===== config.mk =====
export PLATFORM = sky130hd
export DESIGN_NAME = gfx_memory_arbiter
export DESIGN_NICKNAME = d
export VERILOG_FILES = /design/src/verilog/gfx_pkg.sv /design/src/verilog/gfx_memory_arbiter.sv
export VERILOG_INCLUDE_DIRS = /design/src /design/src/verilog
export SDC_FILE = /design/constraint.sdc
export NUM_CORES = 1
export LEC_CHECK = 0
export BUFFER_PORTS_ARGS = -buffer_cell sky130_fd_sc_hd__buf_4
export CAP_MARGIN = 0
export CORE_ASPECT_RATIO = 0.75
export CORE_MARGIN = 4
export CORE_UTILIZATION = 47
export CTS_BUF_LIST = sky130_fd_sc_hd__clkbuf_8
export DETAILED_ROUTE_END_ITERATION = 12
export PLACE_DENSITY = 0.88
export SYNTH_ARGS = -nofsm -noshare
export SYNTH_HDL_FRONTEND = slang
export SYNTH_SLANG_ARGS = --single-unit

===== constraint.sdc =====
create_clock -name clk -period 2.33 [get_ports clk]
set_clock_uncertainty 0.1 [all_clocks]
set_input_delay 0.233 -clock clk [delete_from_list [all_inputs] [get_ports clk]]
set_output_delay 0.233 -clock clk [all_outputs]
set_load 0.01 [all_outputs]

===== src/verilog/gfx_consts.svh =====
`ifndef GFX_CONSTS_SVH
`define GFX_CONSTS_SVH

// client side address, bank select in the top two bits
`define GFX_ADDR_W        16

// word address inside one bank
`define GFX_BANK_ADDR_W   14

// video word
`define GFX_DATA_W        16

// sprite, bg0, bg1, bg2, overlay
`define GFX_NUM_CLIENTS   5

// banks selected by addr 15:14
`define GFX_NUM_BANKS     4

// enough for all client indices
`define GFX_CLIENT_ID_W   3

`endif

===== src/verilog/gfx_pkg.sv =====
`include "gfx_consts.svh"

package gfx_pkg;

	typedef logic [`GFX_ADDR_W-1:0]             gfx_addr_t;
	typedef logic [`GFX_BANK_ADDR_W-1:0]        gfx_bank_addr_t;
	typedef logic [`GFX_DATA_W-1:0]             gfx_data_t;
	typedef logic [$clog2(`GFX_NUM_BANKS)-1:0]  gfx_bank_sel_t;

	// 0 sprite, 1..3 bg0..bg2, 4 overlay
	typedef logic [`GFX_CLIENT_ID_W-1:0]        gfx_client_id_t;

	// client read request, held until ready
	typedef struct packed {
		logic           valid;
		gfx_addr_t      addr;
	} gfx_rd_req_t;

	// client read response, ready lasts one cycle
	typedef struct packed {
		logic           ready;
		gfx_data_t      data;
	} gfx_rd_rsp_t;

	typedef struct packed {
		logic           valid;
		gfx_bank_addr_t addr;  // bank local word address
	} gfx_bank_req_t;

	typedef struct packed {
		logic           ready;
		gfx_data_t      dout;  // valid while ready
	} gfx_bank_rsp_t;

	// cpu side write, single cycle, never stalled
	typedef struct packed {
		logic           strobe;
		gfx_addr_t      addr;
		gfx_data_t      data;
	} gfx_wr_t;

	typedef enum logic {
		bank_idle,
		bank_respond
	} gfx_bank_state_t;

endpackage


===== src/verilog/gfx_memory_arbiter.sv =====
`include "gfx_consts.svh"

module gfx_memory_arbiter
	import gfx_pkg::*;
(
	input  logic           clk,
	input  logic           rst_n,

	input  gfx_rd_req_t    client_req [`GFX_NUM_CLIENTS],
	output gfx_rd_rsp_t    client_rsp [`GFX_NUM_CLIENTS],

	output gfx_bank_req_t  bank_req [`GFX_NUM_BANKS],
	input  gfx_bank_rsp_t  bank_rsp [`GFX_NUM_BANKS]
);

	localparam int NC = `GFX_NUM_CLIENTS;
	localparam int NB = `GFX_NUM_BANKS;

	// bank selected by each client's address
	gfx_bank_sel_t   client_bank [NC];

	// per bank winner of this cycle
	logic [NB-1:0]   pick_valid;
	gfx_client_id_t  pick_id [NB];

	// held grants
	logic [NB-1:0]   grant_valid;
	gfx_client_id_t  grant_id [NB];
	logic [NB-1:0]   grant_load;

	always_comb begin
		for (int c = 0; c < NC; c++) begin
			client_bank[c] = client_req[c].addr[`GFX_ADDR_W-1 -: $bits(gfx_bank_sel_t)];
		end
	end

	// fixed priority, lowest client index wins
	always_comb begin
		for (int b = 0; b < NB; b++) begin
			pick_valid[b] = 1'b0;
			pick_id[b]    = '0;
			for (int c = NC - 1; c >= 0; c--) begin
				// the holder is still valid in its ready cycle, skip it
				if (client_req[c].valid &&
				    client_bank[c] == gfx_bank_sel_t'(b) &&
				    !(grant_valid[b] && grant_id[b] == gfx_client_id_t'(c))) begin
					pick_valid[b] = 1'b1;
					pick_id[b]    = gfx_client_id_t'(c);
				end
			end
		end
	end

	// a bank is free when nothing is held or the held read finishes now
	always_comb begin
		for (int b = 0; b < NB; b++) begin
			grant_load[b] = !grant_valid[b] || bank_rsp[b].ready;
		end
	end

	always_ff @(posedge clk) begin
		if (!rst_n) begin
			grant_valid <= '0;
		end else begin
			for (int b = 0; b < NB; b++) begin
				if (grant_load[b]) begin
					grant_valid[b] <= pick_valid[b];
				end
			end
		end
	end

	always_ff @(posedge clk) begin
		for (int b = 0; b < NB; b++) begin
			if (grant_load[b]) begin
				grant_id[b] <= pick_id[b];
			end
		end
	end

	// bank side follows the held grant only
	always_comb begin
		for (int b = 0; b < NB; b++) begin
			bank_req[b].valid = grant_valid[b];
			bank_req[b].addr  = client_req[grant_id[b]].addr[`GFX_BANK_ADDR_W-1:0];
		end
	end

	// route ready and data back to whoever holds the bank
	always_comb begin
		for (int c = 0; c < NC; c++) begin
			client_rsp[c].ready = 1'b0;
			client_rsp[c].data  = '0;
			for (int b = 0; b < NB; b++) begin
				if (grant_valid[b] && grant_id[b] == gfx_client_id_t'(c)) begin
					client_rsp[c].ready = bank_rsp[b].ready;
					client_rsp[c].data  = bank_rsp[b].dout;
				end
			end
		end
	end

endmodule


=== Word-level counts from Yosys, hierarchy flattened ===
Memories as Yosys holds them, arrays and structs flattened.
Index checks and enable logic that the tools add are counted.

* Flip-flop bits (word level): 4
* Bits in latches: 0
* Bits in writable memories: 12
* ROM bits: 0
* Output and inout port bits: 145
* Logic and storage cells: 221
* Memories: 1

* Add/sub/neg operators: 0
* $mul: 0
* Divide/modulo/power cells: 0
* Order comparisons: 4
* Eq/ne operators: 31
* Shifts and indexed selects: 0
* Muxes and demuxes: 80
* Bitwise operators: 4
* Reduce and logical (&&, ||, !) cells: 97

{| class="wikitable"
|+ Memories
! name !! words !! bits a word !! read ports !! clocked after memory_dff !! wr ports !! line !! source
|-
| grant_id || 4 || 3 || 4 || 0 || 4 || gfx_memory_arbiter.sv:28 || <nowiki>gfx_client_id_t grant_id [NB];</nowiki>
|}

{| class="wikitable"
|+ Operator list
! kind !! number
|-
| $mux W17 || 20
|-
| $bmux W17 S3 || 4
|-
| $mux W14 || 8
|-
| $logic_and A1 B1 Y1 || 60
|-
| $mux W3 || 20
|-
| $mux W1 || 28
|-
| $eq A3 B2 Y1 const B || 8
|-
| $logic_not A1 Y1 || 24
|-
| $eq A2 B2 Y1 const B || 10
|-
| $ge A4 B4 Y1 const B || 4
|-
| $not A3 Y4 || 4
|-
| $eq A3 B1 Y1 const B || 4
|-
| $eq A3 B3 Y1 const B || 4
|-
| $logic_not A3 Y1 || 4
|-
| $eq A2 B1 Y1 const B || 5
|-
| $logic_not A2 Y1 || 5
|-
| $logic_or A1 B1 Y1 || 4
|}

=== Depth between registers and ports, before layout ===
* Word-level depth: 9
* Mapped depth: 7
* Mapped depth without buffers: 4

=== Least setup slack after synthesis ===
No wires, ideal clock.

* Kind: register -> output
* Start: mem grant_id[0][1] (netlist bit)
* End: out client_rsp[73] (netlist bit)
* Arrival: 1.833 ns
* Required time: 1.997 ns
* Path slack: 0.164 ns
* Cell stages (with the launch flop): 7
* Path buffers: 2
* Cells stage by stage: edfxtp_1 > buf_2 > or4b_4 > nor2_4 > buf_4 > a221oi_1 > o31ai_1

{| class="wikitable"
|+ RTL lines
! what !! line !! source
|-
| start: declaration || gfx_memory_arbiter.sv:28 ||
|-
| end: declaration || gfx_memory_arbiter.sv:10 || <nowiki>output gfx_rd_rsp_t client_rsp [`GFX_NUM_CLIENTS],</nowiki>
|}

==> out/results.tsv <==
metric	value	unit
hold_class	in2reg	
crit_chain	or4b_4 -> nor2_4 -> buf_8 -> a221oi_1 -> o31ai_1 -> buf_4	
route.antenna.remaining_nets	0	
gr-total-overflow	0	
syn2layout_area_growth	65.9	%
post_drt_wl_per_cell	25.2	um
finalHoldViolCount	0	
crit_required	2.00	ns
num_rows	33	
failed_checks	design-rule violations, negative setup slack	
synth_edf_count	12	
cp_num_buf_inv	2	
numCtsBuffers	3	
period_share	112	%
cts_tree	done	
path_clk_slew	0.07	ns
die_w	132	um
drv_slew	0	
avgSynthCellArea	7.29	um^2
power_density	375	mW/mm^2
drv_cap	0	
timing.final.ws_setup	-0.272	ns
start_kind	register	
drive_above_1_share	50.0	%
cts-htree-levels	1	
grt_pass1_wl	42800	um
max_clock_freq	0.384	GHz
reg2reg_slack	0.12	ns
fin_util	81.4	%
clock-root-buffer	clkbuf_8	
yosys.area.top_type_share	23.2	%
mappedNetlistNets	902	
fin_nets	1220	
grt_usage	40.0	%
vias_per_cell	7.17	
p_leak	3.86	nW
path_class	reg2out	
insertion_delay	0.26	ns
grt_max_degree	37	
clock_path_buffers	2	
port_buffers	299	
vias	8630	
num_io_pins	300	
crit_path_end_kind	primary output	
die_y	101	um
start_util	49.0	%
worst_slew_pin_slew	0.520	ns
ys_types	51	
path_max_fanout	5	
setup_viol	84	
period_minus_slack	2.60	ns
slowest_stage	or4b_4	
status	finished with violations	
arrival	2.27	ns
ys_seq_area_share	8.09	%
synthCells	747	
rsz0062_at_grt	true	
crit_family	simple AND/OR/NAND/NOR gates	
drt_iter0_drc	1387	
synth_top_area_cell	mux4_2	
max_stage_delay	0.59	ns
dp_slack	0.0176	ns
yosysWarnings	0	
yosysMostFrequentCell	nand2_1	
diodes	0	
cts_sinks	16	
hpwl	20300	um
yosys_register_bits	16	
synthFlopType	edfxtp_1	
core-area	0.0111	mm^2
gp_congestion	1.06	
syn_area	0.00545	mm^2
ys_async_sr_fraction	0	%
firstDrtPassIters	13	
wl	30300	um
grt_pass1_vias	7802	
synth_common_cells	nand2_1 (137), nor2_1 (95), a221oi_1 (85)	
peakVddDrop	0.000282	V
relSlewSlack	64.8	%
cts_hold_buf	0	
antenna_found_initial	0	
synth_area_leaders	mux4_2 (23%), a221oi_1 (14%), nand2_1 (9.4%)	
drcViolationCount	1	
die_area	0.0134	mm^2
per-layer routing:
metal	global-route usage, %	wire length [um]	vias up
met4	19.4	2300	0
met2	67.0	13500	971
met3	10.5	4690	286
li1	-	-	3523
met1	48.8	9870	3850
met5	0	0	-
cells by family (layout without fill, tap and decap cells):
family / Yosys count / count (layout) / share of synthesized area (%)
buffers and inverters: 136 / 452 / 10.3
and+or+nand+nor: 296 / 296 / 26.1
muxes: 56 / 56 / 23.2
DFF: 16 / 16 / 8.09
AOI/OAI and AO/OA: 243 / 243 / 32.4
power by group:
| part | leakage (nW) | internal (W) | switching, W |
|---|---|---|---|
| logic | 3.67 | 0.00138 | 0.00140 |
| clock network | 0.0216 | 0.000115 | 0.000108 |
| registers | 0.170 | 0.000342 | 0.0000439 |
per-stage QoR:
step	hold slack, ns	total power (W)	setup TNS (ns)	cell area [um^2]	instances
after floorplan	0.261	0.00158	0	5450	747
after global placement	0.395	0.00280	0	8160	1167
after detailed placement	0.393	0.00284	0	8160	1167
after CTS	0.137	0.00319	-1.72	8690	1190
after global routing	0.142	0.00353	-13.52	9040	1203
final	0.131	0.00339	-9.52	9040	1203
cell usage in the layout (no fill, tap or decap), types with 4 or more instances in the layout:
cell type	instances
buf_4	359
nand2_1	136
nor2_1	95
inv_1	61
o21ai_0	57
mux4_2	56
o31ai_1	51
a221oi_1	49
a221oi_2	32
o31ai_2	16
o22ai_1	16
buf_12	13
edfxtp_1	12
buf_6	11
nor2b_1	6
nor3b_1	6
nand3_1	5
nor2_4	4
a221oi_4	4
nor3_1	4
area by class of cell:
type / instances / area [um^2]
clock buffer: 3 / 41.3
fill: 725 / 2070
inverter: 61 / 229
multi-input combinational: 595 / 4970
sequential: 16 / 443
tap: 140 / 175
timing repair buffer: 388 / 3170
path summary, 6_finish.rpt:
| kind | endpoint | cells after the start | startpoint |
|---|---|---|---|
| worst max-delay path | client_rsp[79] | 6 | grant_id[0][2] |
| worst min-delay path | grant_valid[2] | 2 | rst_n |
| worst max register to register | grant_valid[0] | 7 | grant_id[0][2] |
| worst min register to register | grant_id[3][1] | 1 | grant_valid[3] |
state kept, by name (all words and copies together), names as in the netlist:
register and cells:
grant_id 12, grant_valid 4
timing repair:
| action | CTS | global route |
|---|---|---|
| pin swaps | 53 | 38 |
| setup endpoints to repair | 67 | 125 |
| gates cloned | 3 | 2 |
| gates resized for setup | 58 | 53 |
| buffers inserted | 18 | 16 |
worst register-to-register path, stage by stage, from the launching register on:
cell	delay, ns
edfxtp_1	0.43
buf_4	0.17
buf_4	0.14
nor3b_4	0.16
buf_4	0.21
a2111oi_1	0.56
a21oi_1	0.11
a41oi_1	0.25
(Power assumes the default switching activity.)
